<file path="src/source/fb_pkg.sv">
package fb_pkg;

    // frame geometry, 32x32 image plus a one pixel border
    localparam int FRAME_DIM = 34;
    localparam int PIX_W     = 8;
    localparam int ROW_W     = FRAME_DIM * PIX_W;     // 272 bits per row
    localparam int IDX_W     = 6;

    localparam logic [IDX_W-1:0] LAST_IDX = IDX_W'(FRAME_DIM - 1);

    localparam int CNT_W = 32;                        // frame counters

    // register slave
    localparam int AXIL_ADDR_W = 4;
    localparam int AXIL_DATA_W = 32;

    localparam logic [AXIL_ADDR_W-1:0] REG_CTRL       = 4'h0;
    localparam logic [AXIL_ADDR_W-1:0] REG_STATUS     = 4'h4;
    localparam logic [AXIL_ADDR_W-1:0] REG_FRAMES_IN  = 4'h8;
    localparam logic [AXIL_ADDR_W-1:0] REG_FRAMES_OUT = 4'hC;

    // ctrl bits
    localparam int CTRL_EN_BIT  = 0;
    localparam int CTRL_CLR_BIT = 1;                  // self clearing

    // status bits
    localparam int STAT_FULL_LSB = 0;                 // bits 1:0
    localparam int STAT_WR_BANK  = 2;
    localparam int STAT_RD_BANK  = 3;

    localparam logic [1:0] RESP_OKAY   = 2'b00;
    localparam logic [1:0] RESP_SLVERR = 2'b10;

endpackage

</file>
<file path="src/source/pixel_writer.sv">
`timescale 1ns/100ps

module pixel_writer (
    input  logic                     clk,
    input  logic                     arst_n,
    input  logic                     clear,
    input  logic                     pix_valid,
    input  logic                     pix_ready,
    input  logic [fb_pkg::PIX_W-1:0] pix_data,
    output logic                     wr_en,
    output logic [fb_pkg::IDX_W-1:0] wr_row,
    output logic [fb_pkg::IDX_W-1:0] wr_col,
    output logic [fb_pkg::PIX_W-1:0] wr_data,
    output logic                     wr_frame_end
);

    import fb_pkg::*;

    logic [IDX_W-1:0] col_q;
    logic [IDX_W-1:0] row_q;
    logic             col_wrap;
    logic             row_wrap;

    assign wr_en   = pix_valid & pix_ready;           // one write per transfer
    assign wr_row  = row_q;
    assign wr_col  = col_q;
    assign wr_data = pix_data;

    assign col_wrap = (col_q == LAST_IDX);
    assign row_wrap = (row_q == LAST_IDX);

    // last pixel of the frame, row 33 col 33
    assign wr_frame_end = wr_en & col_wrap & row_wrap;

    always_ff @(posedge clk or negedge arst_n) begin
        if (!arst_n) begin
            col_q <= '0;
            row_q <= '0;
        end else if (clear) begin
            col_q <= '0;                              // drop partial frame
            row_q <= '0;
        end else if (wr_en) begin
            if (col_wrap) begin
                col_q <= '0;
                if (row_wrap) begin
                    row_q <= '0;
                end else begin
                    row_q <= row_q + 1'b1;
                end
            end else begin
                col_q <= col_q + 1'b1;
            end
        end
    end

endmodule

</file>
<file path="config.mk">
export PLATFORM = sky130hd
export DESIGN_NAME = pixel_writer
export DESIGN_NICKNAME = d
export VERILOG_FILES = /design/src/source/fb_pkg.sv /design/src/source/pixel_writer.sv
export SDC_FILE = /design/constraint.sdc
export NUM_CORES = 1
export LEC_CHECK = 0
export BUFFER_PORTS_ARGS = -buffer_cell sky130_fd_sc_hd__buf_2
export CAP_MARGIN = 30
export CORE_MARGIN = 2
export CORE_UTILIZATION = 48
export CTS_CLUSTER_DIAMETER = 120
export DETAILED_ROUTE_END_ITERATION = 8
export GPL_ROUTABILITY_DRIVEN = 0
export GPL_TIMING_DRIVEN = 0
export PLACE_DENSITY = 0.88
export SETUP_SLACK_MARGIN = 0.02
export SYNTH_ARGS = -nofsm -noshare
export SYNTH_HDL_FRONTEND = slang
export SYNTH_SLANG_ARGS = --single-unit
</file>
<file path="constraint.sdc">
create_clock -name clk -period 4 [get_ports clk]
set_input_delay 0.4 -clock clk [delete_from_list [all_inputs] [get_ports clk]]
set_output_delay 0.4 -clock clk [all_outputs]
set_load 0.01 [all_outputs]
</file>
==> results by group <==
STA
  – Worst Setup Slack, final: 2.02 ns
  – Fin. max-slew vios: 0
  – Period utilisation layout: 0.495
  – Fin crit period: 1.98 ns
  – RSZ-0062 raised after global routing: no
  – Slew margin rel.: 0.737
  – Max Fclk: about 510 MHz
  – Setup TNS: 0 ns
  – Clock skew: 0.00303 ns
  – Final Hold Vio Count: 0
  – Endpoints failing setup: 0
  – Worst Tran Pin Value: 0.395 ns

Logic synthesis
  – Syn Nets: 97
  – EDFF count, synth: 0
  – Ys async rst share: 1.00
  – Mapped Area: approximately 760 um^2
  – Synth top area share: 0.394
  – Top cells by count, synth: 12 x dfrtp_1, 8 x buf_4, 7 x nand2_1
  – FF+latch count, synth: 12
  – Netlist cell types: 32
  – Synth Flop Type: dfrtp_1
  – Leading area contributor after synthesis: dfrtp_1
  – Seq/Total Area, Yosys: 0.394
  – Top-count cell post-synth: dfrtp_1
  – Cell count after synthesis: 80
  – Yosys warns: 0
  – Syn Area/Cell: between 9 and 10 um^2
  – Largest cells by area after synthesis: dfrtp_1 39%, buf_4 7.9%, ha_1 6.6%

Floorplanning
  – Ports: 35
  – Die area: 1920 um^2
  – Die width: around 44 um
  – Die H: 43.8 um
  – Initial core utilization: 0.512
  – Cell row count: 14
  – Core region area: 1490 um^2

Clock network
  – Clk slew on worst S/H paths: 0.07 ns
  – CTS buffer count: 3
  – Post CTS Setup Buffer Count: 0
  – CTS max path bufs: 2
  – H-Tree Depth: 1
  – Worst skew pair latency: 0.27 ns
  – Clock Sinks: 12
  – Root buffer cell: clkbuf_4
  – CTS tree: built

Worst setup path
  – R2r setup slk: between 2 and 2.5 ns
  – Reg2reg path depth: 7
  – Crit path launch type: flip-flop
  – CP Data Required Time: 3.60 ns
  – Critical path capture point type: output pin
  – Critical-path maximum fanout: 4
  – Worst R2R End: wr_row[4]
  – Kind of critical path: flip-flop to output pin
  – Arrival time at the worst endpoint: 1.58 ns
  – FF-to-FF Start: wr_col[1]

Routing
  – DRC: 0
  – WL/cell: 13.1 um
  – Drt first-iter violations: 21
  – Via count: 693
  – WL final: 1650 um
  – DR vias/cell: around 5.5
  – Final ANT Viol Nets: 0
  – DR pass1 iterations: 4

Placed design
  – I/O Buffers: 26
  – Placed Area: 912 um^2
  – Post-place setup slack: 2.29 ns
  – Dpl hpwl: 1230 um

Power
  – Share of power burned in registers: 0.552
  – Leak pwr: 0.000472 uW
  – Net Switching: 54.1 uW
  – Tot Pwr: 224 uW
  – Peak VDD IR: 0.000166 V
  – Combinational fraction of design power: 0.122
  – Power density cells: 237 nW/um^2
  – Net Sw Frac: 0.241
  – Clock share of power: 0.327
  – Internal power: 170 uW

Finish
  – Design Area, Final: 945 um^2
  – P&R area growth vs syn: 24.0%
  – Share of post-route cells with drive strength above 1: 0.391
  – ANT cells: 0
  – Fillers: ~130
  – Fin nets: between 100 and 150

Hold path
  – Worst hold path depth: 4
  – Hold Path Class: primary input to flip-flop
  – Hold Startpoint: pix_ready
  – Hold EP: wr_col[1]

Global route
  – Total track usage: 0.188
  – Largest net degree at the start of global routing: 13
  – Initial antenna violation count: 0
  – Vias in the first global route: 633
  – First-pass GRT wire length: 2700 um
  – GR Overflow Total: 0

Run status
  – Run status: finished clean

Job
  – Max-Cap Viols: 0
[per-stage QoR]
stage	hold slack, ns	utilization	cells
floorplan	0.104	-	80
global placement	0.289	0.613	122
detailed placement	0.294	0.613	122
CTS	0.474	0.634	126
global route	0.501	0.634	126
finish	0.482	0.634	126
[routing by layer]
layer  vias up  wire (um)  GRT usage  share of wire
met2        23        790      0.312           0.48
met4         0         20     0.0909          0.012
met3         4         90     0.0375          0.054
met1       321        753      0.232           0.46
met5         -          0          0              0
li1        345          -          -              -
[worst max-delay path by stage]
stage	from	endpoint	slack, ns	depth (start not counted)
after global placement	pix_valid	wr_frame_end	2.35	7
after global routing	wr_row[1]	wr_frame_end	1.89	6
after detailed placement	pix_valid	wr_frame_end	2.29	7
final	wr_row[1]	wr_frame_end	2.02	6
after floorplan	wr_col[1]	wr_row[4]	2.41	7
after CTS	wr_row[1]	wr_frame_end	2.00	6
[power groups by stage]
| stage | logic, uW | clock network (uW) | registers (uW) |
|---|---|---|---|
| 2_1_floorplan | 14.5 | 0 | 126 |
| 3_3_place_gp | 26.0 | 0 | 126 |
| 3_5_place_dp | 27.0 | 0 | 126 |
| 4_1_cts | 27.7 | 75.6 | 124 |
| 5_1_grt | 30.0 | 82.9 | 124 |
| 6_report | 27.3 | 73.2 | 124 |
[placed cells by master, fill, tap and decap left out, drive strengths merged, types with 3 or more instances in the layout]
cell type  Yosys  routed
or3            4       4
o21ai          4       4
nand2          7       7
a21oi          4       4
nor2           3       3
buf            9      35
clkbuf         1       4
dfrtp         12      12
nand3          3       3
o31ai          4       4
ha             4       4
[repair_timing]
action                                 CTS  global route
hold buffers                             1             0
resized for setup                        0             0
endpoints found under the hold margin    6             0
[cells by family after synthesis]
| kind of cell | Yosys count | synth area share |
|---|---|---|
| flip-flops | 12 | 0.394 |
| buffers and inverters | 13 | 0.113 |
| AO/OA/AOI/OAI | 15 | 0.128 |
| XOR/XNOR | 2 | 0.0230 |
| AND/OR/NAND/NOR | 34 | 0.276 |
| adder cells (fa/ha/maj) | 4 | 0.0657 |
[worst max-delay path, stage by stage (launching register included)]
cell and delay (ns):
dfrtp_1 0.42, inv_1 0.09, ha_1 0.14, nor4b_1 0.31
nand2_1 0.12, nor2_1 0.10, buf_2 0.13
[final cells by class]
cell class                      count  area (um^2)  area share
Timing Repair Buffer               27          140       0.148
Buffer                             10         75.1      0.0795
Inverter                            3         11.3      0.0119
Multi-Input combinational cell     55          375       0.397
Clock buffer                        3         22.5      0.0238
Tap cell                           16         20.0      0.0212
Sequential cell                    12          300       0.318
[sequential cells by signal, indices dropped and copies added, names as in the netlist]
signal  cells
wr_col      6
wr_row      6
Note: power is estimated with default switching activity, not from simulation.
