<file path="src/source/fb_pkg.sv">
package fb_pkg;

    // frame geometry, 32x32 image plus a one pixel border
    localparam int FRAME_DIM = 34;
    localparam int PIX_W     = 8;
    localparam int ROW_W     = FRAME_DIM * PIX_W;     // 272 bits per row
    localparam int IDX_W     = 6;

    localparam logic [IDX_W-1:0] LAST_IDX = IDX_W'(FRAME_DIM - 1);

    localparam int CNT_W = 32;                        // frame counters

    // register slave
    localparam int AXIL_ADDR_W = 4;
    localparam int AXIL_DATA_W = 32;

    localparam logic [AXIL_ADDR_W-1:0] REG_CTRL       = 4'h0;
    localparam logic [AXIL_ADDR_W-1:0] REG_STATUS     = 4'h4;
    localparam logic [AXIL_ADDR_W-1:0] REG_FRAMES_IN  = 4'h8;
    localparam logic [AXIL_ADDR_W-1:0] REG_FRAMES_OUT = 4'hC;

    // ctrl bits
    localparam int CTRL_EN_BIT  = 0;
    localparam int CTRL_CLR_BIT = 1;                  // self clearing

    // status bits
    localparam int STAT_FULL_LSB = 0;                 // bits 1:0
    localparam int STAT_WR_BANK  = 2;
    localparam int STAT_RD_BANK  = 3;

    localparam logic [1:0] RESP_OKAY   = 2'b00;
    localparam logic [1:0] RESP_SLVERR = 2'b10;

endpackage

</file>
<file path="src/source/fb_ctrl_axil.sv">
`timescale 1ns/100ps

module fb_ctrl_axil (
    input  logic                           clk,
    input  logic                           arst_n,
    input  logic [fb_pkg::AXIL_ADDR_W-1:0] s_awaddr,
    input  logic                           s_awvalid,
    output logic                           s_awready,
    input  logic [fb_pkg::AXIL_DATA_W-1:0] s_wdata,
    input  logic                           s_wvalid,
    output logic                           s_wready,
    output logic [1:0]                     s_bresp,
    output logic                           s_bvalid,
    input  logic                           s_bready,
    input  logic [fb_pkg::AXIL_ADDR_W-1:0] s_araddr,
    input  logic                           s_arvalid,
    output logic                           s_arready,
    output logic [fb_pkg::AXIL_DATA_W-1:0] s_rdata,
    output logic [1:0]                     s_rresp,
    output logic                           s_rvalid,
    input  logic                           s_rready,
    input  logic [1:0]                     bank_full,
    input  logic                           wr_bank,
    input  logic                           rd_bank,
    input  logic                           frame_in_pulse,
    input  logic                           frame_out_pulse,
    output logic                           enable,
    output logic                           clear_pulse
);

    import fb_pkg::*;

    logic                   wr_fire;
    logic                   rd_fire;
    logic                   wr_hit;
    logic                   rd_hit;
    logic [AXIL_DATA_W-1:0] rd_value;
    logic [AXIL_DATA_W-1:0] status_word;
    logic [CNT_W-1:0]       frames_in_q;
    logic [CNT_W-1:0]       frames_out_q;

    // aw and w taken as a pair, one write in flight
    assign wr_fire   = s_awvalid & s_wvalid & ~s_bvalid;
    assign s_awready = wr_fire;
    assign s_wready  = wr_fire;

    assign rd_fire   = s_arvalid & ~s_rvalid;
    assign s_arready = ~s_rvalid;

    assign wr_hit = (s_awaddr == REG_CTRL) || (s_awaddr == REG_STATUS) ||
                    (s_awaddr == REG_FRAMES_IN) || (s_awaddr == REG_FRAMES_OUT);

    always_comb begin
        status_word                              = '0;
        status_word[STAT_FULL_LSB +: 2]          = bank_full;
        status_word[STAT_WR_BANK]                = wr_bank;
        status_word[STAT_RD_BANK]                = rd_bank;
    end

    always_comb begin
        rd_hit   = 1'b1;
        rd_value = '0;
        case (s_araddr)
            REG_CTRL:       rd_value[CTRL_EN_BIT] = enable; // clear reads back 0
            REG_STATUS:     rd_value = status_word;
            REG_FRAMES_IN:  rd_value = frames_in_q;
            REG_FRAMES_OUT: rd_value = frames_out_q;
            default:        rd_hit = 1'b0;
        endcase
    end

    always_ff @(posedge clk or negedge arst_n) begin
        if (!arst_n) begin
            s_bvalid    <= 1'b0;
            s_bresp     <= RESP_OKAY;
            enable      <= 1'b0;
            clear_pulse <= 1'b0;
        end else begin
            clear_pulse <= 1'b0;                      // one cycle only
            if (wr_fire) begin
                s_bvalid <= 1'b1;
                s_bresp  <= wr_hit ? RESP_OKAY : RESP_SLVERR;
                if (s_awaddr == REG_CTRL) begin
                    enable      <= s_wdata[CTRL_EN_BIT];
                    clear_pulse <= s_wdata[CTRL_CLR_BIT];
                end
            end else if (s_bvalid && s_bready) begin
                s_bvalid <= 1'b0;
            end
        end
    end

    always_ff @(posedge clk or negedge arst_n) begin
        if (!arst_n) begin
            s_rvalid <= 1'b0;
            s_rresp  <= RESP_OKAY;
            s_rdata  <= '0;
        end else if (rd_fire) begin
            s_rvalid <= 1'b1;
            s_rresp  <= rd_hit ? RESP_OKAY : RESP_SLVERR;
            s_rdata  <= rd_value;
        end else if (s_rvalid && s_rready) begin
            s_rvalid <= 1'b0;
        end
    end

    always_ff @(posedge clk or negedge arst_n) begin
        if (!arst_n) begin
            frames_in_q  <= '0;
            frames_out_q <= '0;
        end else if (clear_pulse) begin
            frames_in_q  <= '0;
            frames_out_q <= '0;
        end else begin
            if (frame_in_pulse) begin
                frames_in_q <= frames_in_q + 1'b1;
            end
            if (frame_out_pulse) begin
                frames_out_q <= frames_out_q + 1'b1;
            end
        end
    end

endmodule

</file>
<file path="config.mk">
export PLATFORM = sky130hd
export DESIGN_NAME = fb_ctrl_axil
export DESIGN_NICKNAME = d
export VERILOG_FILES = /design/src/source/fb_pkg.sv /design/src/source/fb_ctrl_axil.sv
export SDC_FILE = /design/constraint.sdc
export NUM_CORES = 1
export LEC_CHECK = 0
export ABC_AREA = 1
export BUFFER_PORTS_ARGS = -buffer_cell sky130_fd_sc_hd__buf_2
export CORE_MARGIN = 2
export CORE_UTILIZATION = 61
export DETAILED_ROUTE_END_ITERATION = 8
export PLACE_DENSITY = 0.86
export SYNTH_ARGS = -nofsm -noshare
export SYNTH_HDL_FRONTEND = slang
export SYNTH_SLANG_ARGS = --single-unit
</file>
<file path="constraint.sdc">
create_clock -name clk -period 4.4 [get_ports clk]
set_input_delay 0.22 -clock clk [delete_from_list [all_inputs] [get_ports clk]]
set_output_delay 0.22 -clock clk [all_outputs]
set_load 0.03 [all_outputs]
</file>
==> out/summary.txt <==
vias post-DR = 5419
remaining global-route overflow = 0
largest area contributor in the netlist = dfrtp_1
outcome = finished, violations left
area of the mapped netlist = 5610 µm²
number of synthesized register bits = 102
failing checks = hold timing
Setup TNS = 0 ps
starting density of the core = 63.71%
Crit Path Class = flip-flop to flip-flop
final hold vios = 48
top cells by area, synth = dfrtp_1 45%, nand2_1 18%, nor2_1 8.2%, inv_1 5.2%, a21oi_1 3.6%
Buffers on Ports = 63
fin cells = 962
H-tree levels = 3
number of global-route vias before repair = 5218
fmax = 0.5209 GHz
critical path, cell by cell = inv_1, nand2_1, buf_4, inv_1, o21ai_0, nand2_1
dpl cells = 946
CP Max Fanout = 36
DIE AREA = 9980 µm²
worst r2r path cells = 6
Reg2Reg Launch Point = s_rvalid
DIE HEIGHT = 99.90 µm
Post-CTS Setup Inserts = 0
Die W = 99.90 µm
top-count cell post-synth = nand2_1
Iteration-0 DRC Markers = 472
Mapped Cells = 791
Post-Synth Simple-Gate Area = 36.42%
setup slack, reg-to-reg = 2480 ps
number of antenna violations at the first check in global routing = 0
Peak VDD IR = 321.8 µV
Max-slew headroom = 38.33%
num ports = 96
Post-synth top cells = 269 x nand2_1, 122 x nor2_1, 102 x dfrtp_1, 78 x inv_1, 40 x a21oi_1
core area = 8806 µm²
adder-cell share of the synthesized area = 0.4460%
WHS = -36.73 ps
overall power = 2.108 mW
Slew Viols, Final = 0
Pwr Density = 340.2 nW/µm²
wire per inst = 15.06 µm
DRT Wirelength = 14480 µm
EDFF count, synth = 0
pin count of the biggest net entering global routing = 71
worst skew pair latency = 360 ps
number of max-cap violations = 0
fin crit period = 1920 ps
RSZ-0062 raised after global routing = false
CTS Sinks = 102
RePlAce Congestion = 0.8920
CP endpoint kind = flip-flop
Final ANT Viol Nets = 0
# resized after CTS = 0
Layout area overhead = 10.44%
largest family of logic cells by synthesized area = simple AND/OR/NAND/NOR gates
CTS root buffer = clkbuf_8
Ys Warns = 0
Primary FF master, synth = dfrtp_1
xor-xnor portion of the synthesized cell area = 0%
clock skew = 12.74 ps
n_diodes = 0
Tightest Hold Check Type = input port to async pin
register area share after synthesis = 45.50%
Compound-Gate Fraction of Synth Area = 9.946%
CTS Buf Count = 9
mux share of post-synthesis cell area = 0.2007%
vias per inst = 5.633
HPWL Detailed = 10620 µm
fin crit share = 43.63%
Worst Path Required = 4700 ps
Leakage = 3.280 nW
DR pass1 iterations = 7
top-area cell type share of the netlist area = 45.50%
CP arrival = 2220 ps
endpoints failing setup = 0
Critical R2R Capture = s_rdata[0]
Distinct cells, synth = 33
Mean Syn Cell Area = 7.093 µm²
DRC errors left = 0
net count reported at finish = 904
first-pass GRT wire length = 24650 µm
CP Launch Type = flip-flop
Worst path slowest cell = inv_1
CTS Buffer Depth = 2
CTS tree = built
Hold-fix buffers, CTS = 0
Worst Tran Pin Value = 924.1 ps
share of cells above drive strength 1 = 14.05%
Clock transition at path regs = 100 ps
Total GRT Usage = 30.89%
Async SR Flop Fraction = 100.0%
# rows = 34
Critical Path Max Stage Delay = 720 ps
==> through the flow <==
step | cell area [µm²] | worst slack, ps | utilization (%) | hold WS, ps
5_1_grt | 6196 | 2246 | 70.36 | 48.26
3_3_place_gp | 5988 | 2635 | 68.00 | 387.9
3_5_place_dp | 5988 | 2558 | 68.00 | 393.0
2_1_floorplan | 5614 | 2832 | - | -75.59
6_report | 6196 | 2480 | 70.36 | -36.73
4_1_cts | 6196 | 2543 | 70.36 | 6.837
==> cell usage in the layout, fill, tap and decap left out, drive strengths merged <==
cell and n:
a21oi 40, a22o 6, and2 2, buf 66
bufinv 1, clkbuf 11, clkinv 3, clkinvlp 1
conb 2, dfrtp 102, ha 2, inv 84
mux2 1, nand2 277, nand3 42, nand4 10
nor2 141, nor3 6, nor3b 1, o211ai 2
o21ai 44, o221ai 2, o22ai 7, o311ai 1
==> state kept, by name, indices dropped and copies added (netlist names) <==
register      flops
enable            1
frames_in_q      32
s_rresp           1
s_rvalid          1
s_rdata          32
frames_out_q     32
s_bresp           1
clear_pulse       1
s_bvalid          1
==> routing by layer <==
layer	wire length (µm)	GRT usage, %
met1	5921	41.62
met2	7286	52.70
met3	1089	5.432
met4	185	7.060
met5	0	0
==> worst max-delay path, delay by kind of cell, from the launching register on <==
family / cells / cell delay, ps
buffers and inverters: 3 / 1060
flip-flops: 1 / 390
AO/OA/AOI/OAI: 1 / 200
AND/OR/NAND/NOR: 2 / 180
==> report_power, final <==
group	switching [mW]	total, mW	internal, mW
logic	0.270	0.377	0.107
registers	0.0985	1.11	1.01
clock network	0.326	0.621	0.295
==> cells by family (layout without fill, tap and decap cells) <==
logic type                 count (synthesis)  count (layout)
and+or+nand+nor                          479             479
buffers and inverters                    104             166
AOI/OAI and AO/OA                        102             102
DFF                                      102             102
adders and majority gates                  2               2
other                                      1               2
muxes                                      1               1
==> final cells by class <==
class,instances,area (µm²)
clock buffers,11,151.4
clock inverters,5,56.30
fillers,714,2610
inverters,84,315.3
multi-input cells,586,2645
flip-flops and latches,102,2552
well taps,108,135.1
repair buffers,66,340.3
==> worst max-delay path by stage <==
stage,start,endpoint,cells past startpoint
CTS,s_rvalid,s_rdata[0],6
floorplan,s_rvalid,s_rdata[11],6
global placement,s_rvalid,s_rdata[0],6
finish,s_rvalid,s_rdata[0],6
detailed placement,s_rvalid,s_rdata[0],6
global route,s_rvalid,s_rdata[0],6
No activity file was read; power rests on OpenSTA's default activity.
