$ cat src/source/fb_pkg.sv
package fb_pkg;

    // frame geometry, 32x32 image plus a one pixel border
    localparam int FRAME_DIM = 34;
    localparam int PIX_W     = 8;
    localparam int ROW_W     = FRAME_DIM * PIX_W;     // 272 bits per row
    localparam int IDX_W     = 6;

    localparam logic [IDX_W-1:0] LAST_IDX = IDX_W'(FRAME_DIM - 1);

    localparam int CNT_W = 32;                        // frame counters

    // register slave
    localparam int AXIL_ADDR_W = 4;
    localparam int AXIL_DATA_W = 32;

    localparam logic [AXIL_ADDR_W-1:0] REG_CTRL       = 4'h0;
    localparam logic [AXIL_ADDR_W-1:0] REG_STATUS     = 4'h4;
    localparam logic [AXIL_ADDR_W-1:0] REG_FRAMES_IN  = 4'h8;
    localparam logic [AXIL_ADDR_W-1:0] REG_FRAMES_OUT = 4'hC;

    // ctrl bits
    localparam int CTRL_EN_BIT  = 0;
    localparam int CTRL_CLR_BIT = 1;                  // self clearing

    // status bits
    localparam int STAT_FULL_LSB = 0;                 // bits 1:0
    localparam int STAT_WR_BANK  = 2;
    localparam int STAT_RD_BANK  = 3;

    localparam logic [1:0] RESP_OKAY   = 2'b00;
    localparam logic [1:0] RESP_SLVERR = 2'b10;

endpackage

$ cat src/source/row_reader.sv
`timescale 1ns/100ps

module row_reader (
    input  logic                     clk,
    input  logic                     arst_n,
    input  logic                     clear,
    input  logic                     rd_avail,
    input  logic [fb_pkg::ROW_W-1:0] rd_data,
    input  logic                     row_ready,
    output logic [fb_pkg::IDX_W-1:0] rd_row,
    output logic                     rd_done,
    output logic                     row_valid,
    output logic [fb_pkg::ROW_W-1:0] row_data,
    output logic [fb_pkg::IDX_W-1:0] row_index,
    output logic                     row_last
);

    import fb_pkg::*;

    logic [IDX_W-1:0] next_row_q;                     // next row to fetch
    logic             all_loaded_q;                   // row 33 fetched, wait for rd_done
    logic             valid_q;
    logic [IDX_W-1:0] index_q;
    logic [ROW_W-1:0] data_q;
    logic             accept;
    logic             load;

    assign accept = valid_q & row_ready;
    assign load   = rd_avail & ~all_loaded_q & (~valid_q | row_ready);

    assign row_last = valid_q & (index_q == LAST_IDX);
    assign rd_done  = accept & row_last;

    always_ff @(posedge clk or negedge arst_n) begin
        if (!arst_n) begin
            next_row_q   <= '0;
            all_loaded_q <= 1'b0;
            valid_q      <= 1'b0;
            index_q      <= '0;
        end else if (clear) begin
            next_row_q   <= '0;
            all_loaded_q <= 1'b0;
            valid_q      <= 1'b0;
            index_q      <= '0;
        end else begin
            if (load) begin
                valid_q <= 1'b1;
                index_q <= next_row_q;
                if (next_row_q == LAST_IDX) begin
                    next_row_q   <= '0;
                    all_loaded_q <= 1'b1;
                end else begin
                    next_row_q <= next_row_q + 1'b1;
                end
            end else if (accept) begin
                valid_q <= 1'b0;
            end
            if (rd_done) begin
                all_loaded_q <= 1'b0;                 // bank swaps on this edge
            end
        end
    end

    always_ff @(posedge clk) begin
        if (load) begin
            data_q <= rd_data;
        end
    end

    assign rd_row    = next_row_q;
    assign row_valid = valid_q;
    assign row_data  = data_q;
    assign row_index = index_q;

endmodule
$ cat config.mk
export PLATFORM = sky130hd
export DESIGN_NAME = row_reader
export DESIGN_NICKNAME = d
export VERILOG_FILES = /design/src/source/fb_pkg.sv /design/src/source/row_reader.sv
export SDC_FILE = /design/constraint.sdc
export NUM_CORES = 1
export LEC_CHECK = 0
export BUFFER_PORTS_ARGS = -buffer_cell sky130_fd_sc_hd__buf_2
export CAP_MARGIN = 20
export CORE_AREA = 2 2 217 219
export CTS_CLUSTER_SIZE = 12
export DETAILED_ROUTE_END_ITERATION = 6
export DIE_AREA = 0 0 219 221
export PLACE_DENSITY_LB_ADDON = 0.1
export SYNTH_ARGS = -nofsm -noshare
export SYNTH_HDL_FRONTEND = slang
export SYNTH_SLANG_ARGS = --single-unit
$ cat constraint.sdc
create_clock -name clk -period 10.85 [get_ports clk]
set_input_delay 1.6275 -clock clk [delete_from_list [all_inputs] [get_ports clk]]
set_output_delay 1.6275 -clock clk [all_outputs]
set_load 0.01 [all_outputs]
==> impl_metrics.tcl, run 1 <==
set metrics [dict create \
    critPathKind "in -> out" \
    finalWorstSetupSlack_ps 7080 \
    worst_slew_pin_slew_ps 1020 \
    endpoint_kind "output pin" \
    initial_core_util_pct 19.3 \
    clock-root-buffer "clkbuf_16" \
    required_ps 9220 \
    utilization_pct 29.5 \
    vias_per_cell 3.54 \
    ys_warn_count 0 \
    fin_skew_ps 11.6 \
    start_kind "input port" \
    cts.clk_slew.worst_paths_ps 50 \
    numClockSinks 286 \
    status "complete, no violations" \
    coreArea_mm2 0.0461 \
    die_area_mm2 0.0484 \
    r2r_start "row_valid" \
    period_share_pct 34.8 \
    die_w_um 219 \
    worst-r2r-cell-count 4 \
    netlist_area_mm2 0.00888 \
    cts_buffer_depth 3 \
    syn-num-nets 629 \
    p_leak_nw 5.74 \
    wirelength_um 28800 \
    track_usage_pct 11.4 \
    final_cell_mix "buf_2, edfxtp_1, clkbuf_16" \
    worstHoldEndpoint "row_index[2]" \
    drc 0 \
    worstPathMaxFanout 3 \
    seq_area_frac_synth_pct 95.9 \
    cts_tree "built" \
    drive_above_1_share_pct 62.9 \
    num_rows 79 \
    areaGrowthSynthToFinish_pct 53.1 \
    dp_cells 1520 \
    hp-class "reg -> reg" \
    finalSetupTns_ps 0 \
    hold_viol 0 \
    min_from "row_index[2]" \
    drt-initial-drc-count 184 \
    cts-resized-gates 0 \
    antenna_found_initial 3 \
    ctsHoldBuffers 0 \
    finalPower_w 0.00262 \
    layout_commonest_cell "buf_2" \
    cts_setup_buffers 0 \
    grt-ovfl-total 0 \
    setup_viol 0 \
    timing.rr.end "row_data[90]" \
    n_fill_cell 4786 \
    ir_drop_v 0.000112 \
    r2r_slack_ps 7960 \
    dr.pass1.iters 4 \
    holdPathStages 2 \
    min_period_ps 3770 \
    h-tree-depth 2 \
    synth-seq-cells 286 \
    timing.fmax_ghz 0.265 \
    fin_cells 1589 \
    postSynthCellCount 350 \
    grt_pass1_wl_um 40200 \
    slew_headroom_pct 31.7 \
    port_buffers 563 \
    cts_inserted_buffers 37 \
    grt_max_degree 130 \
    hpwl_um 21700 \
    yosysUniqueCellTypes 24 \
    detail-route-antenna-nets 0 \
    nNetsFinal 1231 \
    gp_congestion 0.741 \
    p_per_area_mw_per_mm2 193 \
    clock_latency_ps 530 \
    wl_per_cell_um 18.1 \
    die_h_um 221 \
    arrival_ps 2140 \
    crit_start "row_ready" \
    grt_pass1_vias 5925 \
    finalMaxSlewViolations 0 \
    drv_cap 0 \
    pin_count 564 \
    vias 5626 \
    preCtsSetupSlack_ps 6600 \
    rsz0062_at_grt "no" \
    syn_avg_cell_area_um2 25.4 \
]
==> registers in the layout, summed over array words and instances (netlist names) <==
signal / count
all_loaded_q: 1
rd_row: 6
row_data: 272
row_index: 6
row_valid: 1
==> worst max-delay path by stage <==
stage / endpoint / slack, ps / cells after the start
2_1_floorplan: row_data[0] / 1640 / 3
3_3_place_gp: row_data[111] / 6560 / 5
3_5_place_dp: row_data[270] / 6600 / 5
4_1_cts: rd_done / 7070 / 4
5_1_grt: rd_done / 7010 / 4
6_report: rd_done / 7080 / 4
==> stage by stage <==
stage / hold WS (ps) / instance area [um^2]
6_report: 564 / 13600
5_1_grt: 575 / 13600
4_1_cts: 555 / 13600
3_5_place_dp: 546 / 12500
3_3_place_gp: 532 / 12500
2_1_floorplan: 557 / 8880
==> worst max-delay path: stages <==
cell	delay (ps)
buf_2	100
nand2_1	50
nor3_1	190
buf_2	180
==> report_power, final <==
group          leakage [nW]  internal [W]  switching [W]
registers              2.82       0.00129      0.0000147
logic                  2.36     0.0000751       0.000106
clock network         0.552      0.000681       0.000459
total                  5.74       0.00204       0.000580
==> logic make-up (layout without fill, tap and decap cells) <==
logic type	count (synthesis)	after routing	share of synthesized area, %
other	0	1	0
DFF	286	286	95.9
adders and majority gates	2	2	0.282
buffers and inverters	4	635	0.253
and+or+nand+nor	44	44	2.62
AOI/OAI and AO/OA	12	12	0.761
xor gates and xnor gates	2	2	0.197
==> layer usage <==
| layer | GRT usage [%] | share of wire [%] | wire length [um] |
|---|---|---|---|
| met4 | 4.32 | 2.3 | 674 |
| met3 | 5.14 | 11 | 3120 |
| met2 | 20.6 | 53 | 15200 |
| met1 | 11.5 | 34 | 9810 |
| met5 | 0 | 0.045 | 13 |
==> area by class of cell <==
cell class              count  area (um^2)  area share, %
diodes                      1         2.50         0.0184
clock inverters            20          124          0.911
flip-flops and latches    286         8520           62.6
repair buffers            565         2830           20.8
clock buffers              48         1010           7.42
multi-input cells          60          343           2.52
inverters                   2         15.0          0.110
well taps                 607          759           5.58
==> synth_stat cells, drive strengths merged <==
cell / count / area, um^2
edfxtp: 272 / 8170
nand2: 20 / 77.6
dfrtp: 14 / 350
a21oi: 11 / 58.8
nor3: 6 / 30.0
nor2: 4 / 15.0
nand2b: 3 / 26.3
nand3: 3 / 15.0
or3: 3 / 18.8
ha: 2 / 25.0
xnor2: 2 / 17.5
a211o: 1 / 8.76
and2b: 1 / 7.51
buf: 1 / 11.3
clkbuf: 1 / 3.75
clkinv: 1 / 3.75
inv: 1 / 3.75
nor2b: 1 / 13.8
nor3b: 1 / 7.51
nor4: 1 / 12.5
nor4b: 1 / 8.76
Note: power is estimated with default switching activity, not from simulation.
==> run 2: changes to the inputs <==
- ABC_AREA: default -> 1
- CORE_AREA: 2 2 217 219 -> 2 2 222 224
- DIE_AREA: 0 0 219 221 -> 0 0 224 226
- clock period: 10.85 -> 3.36 ns (I/O delays scaled with it)
==> run 2 against run 1 <==
Net effect:
- synthesized cell count grew 5.1%
- global-route usage shrank 0.49 points
- power grew to 3.3 times the previous value
==> impl_metrics.tcl, run 2 <==
set metrics [dict create \
    setup_viol 0 \
    status "complete, no violations" \
    largest_reg_flops 272 \
    vias 5813 \
    cts_setup_buffers 0 \
    p_clk_share_pct 43.8 \
    drt-initial-drc-count 307 \
    die_area_mm2 0.0506 \
    yosys.area.top_type "edfxtp_1" \
    comb_power_share_pct 7.4 \
    drv_cap 0 \
    syn_avg_cell_area_um2 24.3 \
    synth-compound-area-share_pct 0.673 \
    grt_max_degree 68 \
    cts-resized-gates 0 \
    areaGrowthSynthToFinish_pct 55.0 \
    critPathSlowestCell "dfrtp_1" \
    ir_drop_v 0.000419 \
    synth_edf_count 272 \
    postSynthCellCount 368 \
    track_usage_pct 11.0 \
    port_buffers 563 \
    netlist_area_mm2 0.00893 \
    min_period_ps 2030 \
    clock-root-buffer "clkbuf_16" \
    cts_tree "built" \
    gp_congestion 0.740 \
    path_cells "nor3_1 -> nand3_1 -> inv_1 -> buf_2" \
    synth_mux_area_share_pct 0 \
    yosysMostFrequentCell "edfxtp_1" \
    synthAdderAreaFrac_pct 0.280 \
    cts_buffer_depth 3 \
    dr.pass1.iters 7 \
    die_w_um 224 \
    period_share_pct 60.5 \
    wirelength_um 29300 \
    timing.fmax_ghz 0.492 \
    layout_commonest_cell "buf_2" \
    nNetsFinal 1258 \
    postLayoutCellArea_mm2 0.0138 \
    grt-ovfl-total 0 \
    worstPathMaxFanout 3 \
    hpwl_um 22600 \
    p_leak_nw 5.90 \
    cpPeakStageDelay_ps 390 \
    vias_per_cell 3.58 \
    grt_pass1_vias 5998 \
    ys_warn_count 0 \
    p_per_area_mw_per_mm2 623 \
    wl_per_cell_um 18.0 \
    die_h_um 226 \
    finalMaxSlewViolations 0 \
    required_ps 2860 \
    coreArea_mm2 0.0483 \
    seqPwrFrac_pct 48.8 \
    fin_skew_ps 12.2 \
    synth_area_leaders "edfxtp_1, dfrtp_1, nand2_1" \
    start_kind "flip-flop" \
    antenna_found_initial 8 \
    ctsHoldBuffers 1 \
    clock_latency_ps 530 \
    yosysUniqueCellTypes 20 \
    synth_flop_cell "edfxtp_1" \
    cts.clk_slew.worst_paths_ps 60 \
    power_switching_w 0.00188 \
    grt_pass1_wl_um 39800 \
    placed_area_mm2 0.0127 \
    synth-seq-cells 286 \
    hp-class "in -> reg" \
    worst_slew_pin_slew_ps 446 \
    cts_inserted_buffers 36 \
    endpoint_kind "output pin" \
    synth-simple-area-share_pct 2.69 \
    drc 0 \
    num_rows 81 \
    synth_top_area_share_pct 91.5 \
    syn-num-nets 647 \
    drive_above_1_share_pct 63.6 \
    critPathKind "reg -> out" \
    finalPower_w 0.00863 \
    rsz0062_at_grt "no" \
    hold_viol 0 \
    synth-xor-area-share_pct 0.0981 \
    numClockSinks 286 \
    detail-route-antenna-nets 0 \
    pin_count 564 \
    h-tree-depth 2 \
    n_fill_cell 4992 \
    synthArstFlopShare_pct 4.90 \
    arrival_ps 1530 \
    slew_headroom_pct 70.2 \
    diodes 0 \
    initial_core_util_pct 18.5 \
    seq_area_frac_synth_pct 95.4 \
    netlist_top_cells_count "edfxtp_1, nand2_1, dfrtp_1, inv_1, nand3_1" \
    synth_top_family_by_area "simple AND/OR/NAND/NOR gates" \
    final_cell_mix "buf_2, edfxtp_1, clkbuf_16" \
    swShare_pct 21.8 \
    internal_power_w 0.00674 \
]
-- run 2: power groups by stage --
stage	combinational (W)	clock [W]	sequential (W)
floorplan	0.0000836	0	0.00444
global placement	0.000666	0	0.00429
detailed placement	0.000659	0	0.00429
CTS	0.000660	0.00395	0.00422
global route	0.000695	0.00409	0.00423
finish	0.000638	0.00378	0.00421
-- run 2: per-stage QoR --
step / instances / hold slack, ps / utilization (%) / setup TNS, ps / setup WS, ps
2_1_floorplan: 368 / 208 / - / -481160 / -1760
3_3_place_gp: 1562 / 442 / 26.2 / 0 / 1240
3_5_place_dp: 1562 / 436 / 26.2 / 0 / 1240
4_1_cts: 1625 / 96.9 / 28.6 / 0 / 1230
5_1_grt: 1625 / 106 / 28.6 / 0 / 1160
6_report: 1625 / 149 / 28.6 / 0 / 1330
-- run 2: path summary, 6_finish.rpt --
path / start / end / slack [ps] / cells past startpoint
max: row_index[1] / rd_done / 1330 / 4
min: rd_data[143] / row_data[143] / 150 / 1
max reg2reg: row_valid / row_data[88] / 1570 / 5
min reg2reg: row_index[0] / row_index[0] / 510 / 2
max in group asynchronous: arst_n / rd_row[5] / 2680 / 2
min in group asynchronous: arst_n / rd_row[2] / 420 / 2
-- run 2: area by class of cell --
class | count | area, um^2 | area share (%)
clock inverter | 18 | 188 | 1.36
inverter | 14 | 73.8 | 0.533
timing repair buffer | 575 | 2990 | 21.6
multi-input combinational | 66 | 344 | 2.49
tap | 622 | 778 | 5.62
clock buffer | 44 | 952 | 6.88
sequential | 286 | 8520 | 61.5
-- run 2: worst max-delay path, delay by kind of cell (launching register included) --
family	cells	cell delay, ps
simple gates	2	420
buf+inv	2	200
flops	1	390
-- run 2: routing by layer --
| layer | share of wire (%) | global-route usage, % | wire length [um] | vias up |
|---|---|---|---|---|
| li1 | - | - | - | 2652 |
| met1 | 34 | 10.7 | 9860 | 2800 |
| met2 | 52 | 19.6 | 15300 | 287 |
| met3 | 11 | 5.50 | 3200 | 62 |
| met4 | 2.8 | 4.32 | 810 | 12 |
| met5 | 0.27 | 0 | 80 | - |
-- run 2: cell families (layout without fill, tap and decap cells) --
| logic type | Yosys count | count (layout) |
|---|---|---|
| DFF | 286 | 286 |
| adders and majority gates | 2 | 2 |
| buffers and inverters | 16 | 651 |
| xor gates and xnor gates | 1 | 1 |
| and+or+nand+nor | 52 | 52 |
| AOI/OAI and AO/OA | 11 | 11 |
==> run 3: changes to the inputs <==
- clock period: 3.36 -> 1.8 ns (I/O delays scaled with it)
==> run 3 against run 2 <==
Net effect:
- sequential cell count stayed put
- sequential share of layout area is 10 points lower
- die area stayed put
- clock-buffer cell count is 1 lower
- power is 86% higher
- via count is 17% higher
- clock power is 71% higher
- hold slack worse by 100 ps
- largest cell class unchanged
- setup slack worse by 1200 ps
- first-iteration DRC count is 22% lower
- critical path depth stayed put
==> impl_metrics.tcl, run 3 (synthesis results as in run 2) <==
set metrics [dict create \
    largest_reg_flops 272 \
    antenna_found_initial 0 \
    dr.pass1.iters 4 \
    finalSetupTns_ps 0 \
    pin_count 564 \
    clock-root-buffer "clkbuf_16" \
    die_w_um 224 \
    worst_slew_pin_slew_ps 367 \
    min_period_ps 1720 \
    hold_viol 0 \
    period_share_pct 95.6 \
    grt_max_degree 39 \
    worstPathMaxFanout 3 \
    slew_headroom_pct 75.6 \
    setup_viol 0 \
    fin_skew_ps 12.0 \
    start_kind "flip-flop" \
    grt-ovfl-total 0 \
    hpwl_um 22800 \
    seqPwrFrac_pct 48.9 \
    path_buf_inv 2 \
    die_h_um 226 \
    required_ps 1530 \
    arrival_ps 1450 \
    finalMaxSlewViolations 0 \
    comb_power_share_pct 10.7 \
    final_cell_mix "buf_2, dlygate4sd3_1, edfxtp_1" \
    vias_per_cell 3.59 \
    cts_inserted_buffers 35 \
    critPathSlowestCell "dfrtp_1" \
    swShare_pct 22.0 \
    p_clk_share_pct 40.4 \
    gp_congestion 0.740 \
    coreArea_mm2 0.0483 \
    clock_latency_ps 520 \
    num_rows 81 \
    vias 6805 \
    cts.clk_slew.worst_paths_ps 50 \
    path_delay_family "flip-flops" \
    endpoint_kind "output pin" \
    detail-route-antenna-nets 0 \
    rsz0062_at_grt "yes" \
    holdWs_ps 49.4 \
    wl_per_cell_um 16.4 \
    layout_commonest_cell "buf_2" \
    cts_tree "built" \
    p_leak_nw 7.01 \
    drt-initial-drc-count 240 \
    cpPeakStageDelay_ps 400 \
    port_buffers 563 \
    grt_pass1_vias 7352 \
    diodes 0 \
    ir_drop_v 0.000630 \
    cts_buffer_depth 3 \
    drive_above_1_share_pct 49.9 \
    path_cells "nor3_2 -> nand3_1 -> inv_1 -> buf_2" \
    areaGrowthSynthToFinish_pct 85.1 \
    finalPower_w 0.0161 \
    drv_cap 0 \
    power_switching_w 0.00354 \
    dp_cells 1567 \
    track_usage_pct 11.6 \
    numClockSinks 286 \
    n_fill_cell 4789 \
    h-tree-depth 2 \
    grt_pass1_wl_um 43600 \
    internal_power_w 0.0125 \
    timing.fmax_ghz 0.581 \
    die_area_mm2 0.0506 \
    critPathKind "reg -> out" \
    nNetsFinal 1535 \
    hp-class "in -> reg" \
    wirelength_um 31100 \
    drc 0 \
    status "complete, no violations" \
    p_per_area_mw_per_mm2 972 \
    fin_cells 1897 \
    initial_core_util_pct 18.5 \
]
## run 3: changes by cell type in the layout (fill, tap and decap cells not counted), sizes merged
cell	before	now
bufinv	4	1
buf	574	580
inv	13	14
dlygate4sd3	1	273
clkinv	14	11
clkbuf	44	43
## run 3: worst paths after layout
path	from	to	slack, ps	depth (start not counted)
max reg2reg	row_valid	row_data[269]	200	6
min reg2reg	row_index[0]	row_index[0]	510	2
max in group asynchronous	arst_n	row_index[2]	1330	2
max	row_index[2]	rd_done	80	4
min	row_ready	row_valid	50	4
min in group asynchronous	arst_n	row_index[4]	200	2
## run 3: cell type report
| class | instances | area, um^2 | area share [%] |
|---|---|---|---|
| clock buffers | 43 | 948 | 5.74 |
| well taps | 622 | 778 | 4.71 |
| clock inverters | 13 | 83.8 | 0.507 |
| flip-flops and latches | 286 | 8520 | 51.6 |
| multi-input cells | 66 | 347 | 2.10 |
| inverters | 14 | 56.3 | 0.341 |
| repair buffers | 853 | 5790 | 35.0 |
## run 3: per-layer routing
layer | share of wire (%) | up-vias | global-route usage, %
li1 | - | 3197 | -
met1 | 37 | 3239 | 12.5
met2 | 51 | 316 | 20.3
met3 | 9.0 | 53 | 4.81
met4 | 2.6 | 0 | 3.96
met5 | 0 | - | 0
## run 3: worst min-delay path, cell delays in order
cell and delay (ps):
buf_2 90, inv_1 50, nand3_1 70, nand2_1 50
## run 3: power by group through the flow
stage | clock, W | combinational (W) | sequential, W
after floorplan | 0 | 0.000152 | 0.00828
after global placement | 0 | 0.00126 | 0.00800
after detailed placement | 0 | 0.00125 | 0.00800
after CTS | 0.00679 | 0.00175 | 0.00787
after global routing | 0.00698 | 0.00186 | 0.00790
final | 0.00648 | 0.00172 | 0.00786
## run 3: stage by stage
step           setup slack, ps  util (%)  cell area [um^2]
2_1_floorplan            -3260         -              8940
3_3_place_gp               271      26.4             12700
3_5_place_dp               266      26.4             12700
4_1_cts                  0.738      34.2             16500
5_1_grt                  -88.1      34.2             16500
6_report                  79.8      34.2             16500
## run 3: repair_timing
item                                    CTS  global route
pin swaps                                 1             0
setup buffers                             0             1
resized for setup                         1             1
endpoints found under the setup margin    2             2
endpoints found under the hold margin   286             0
hold buffers                            273             0
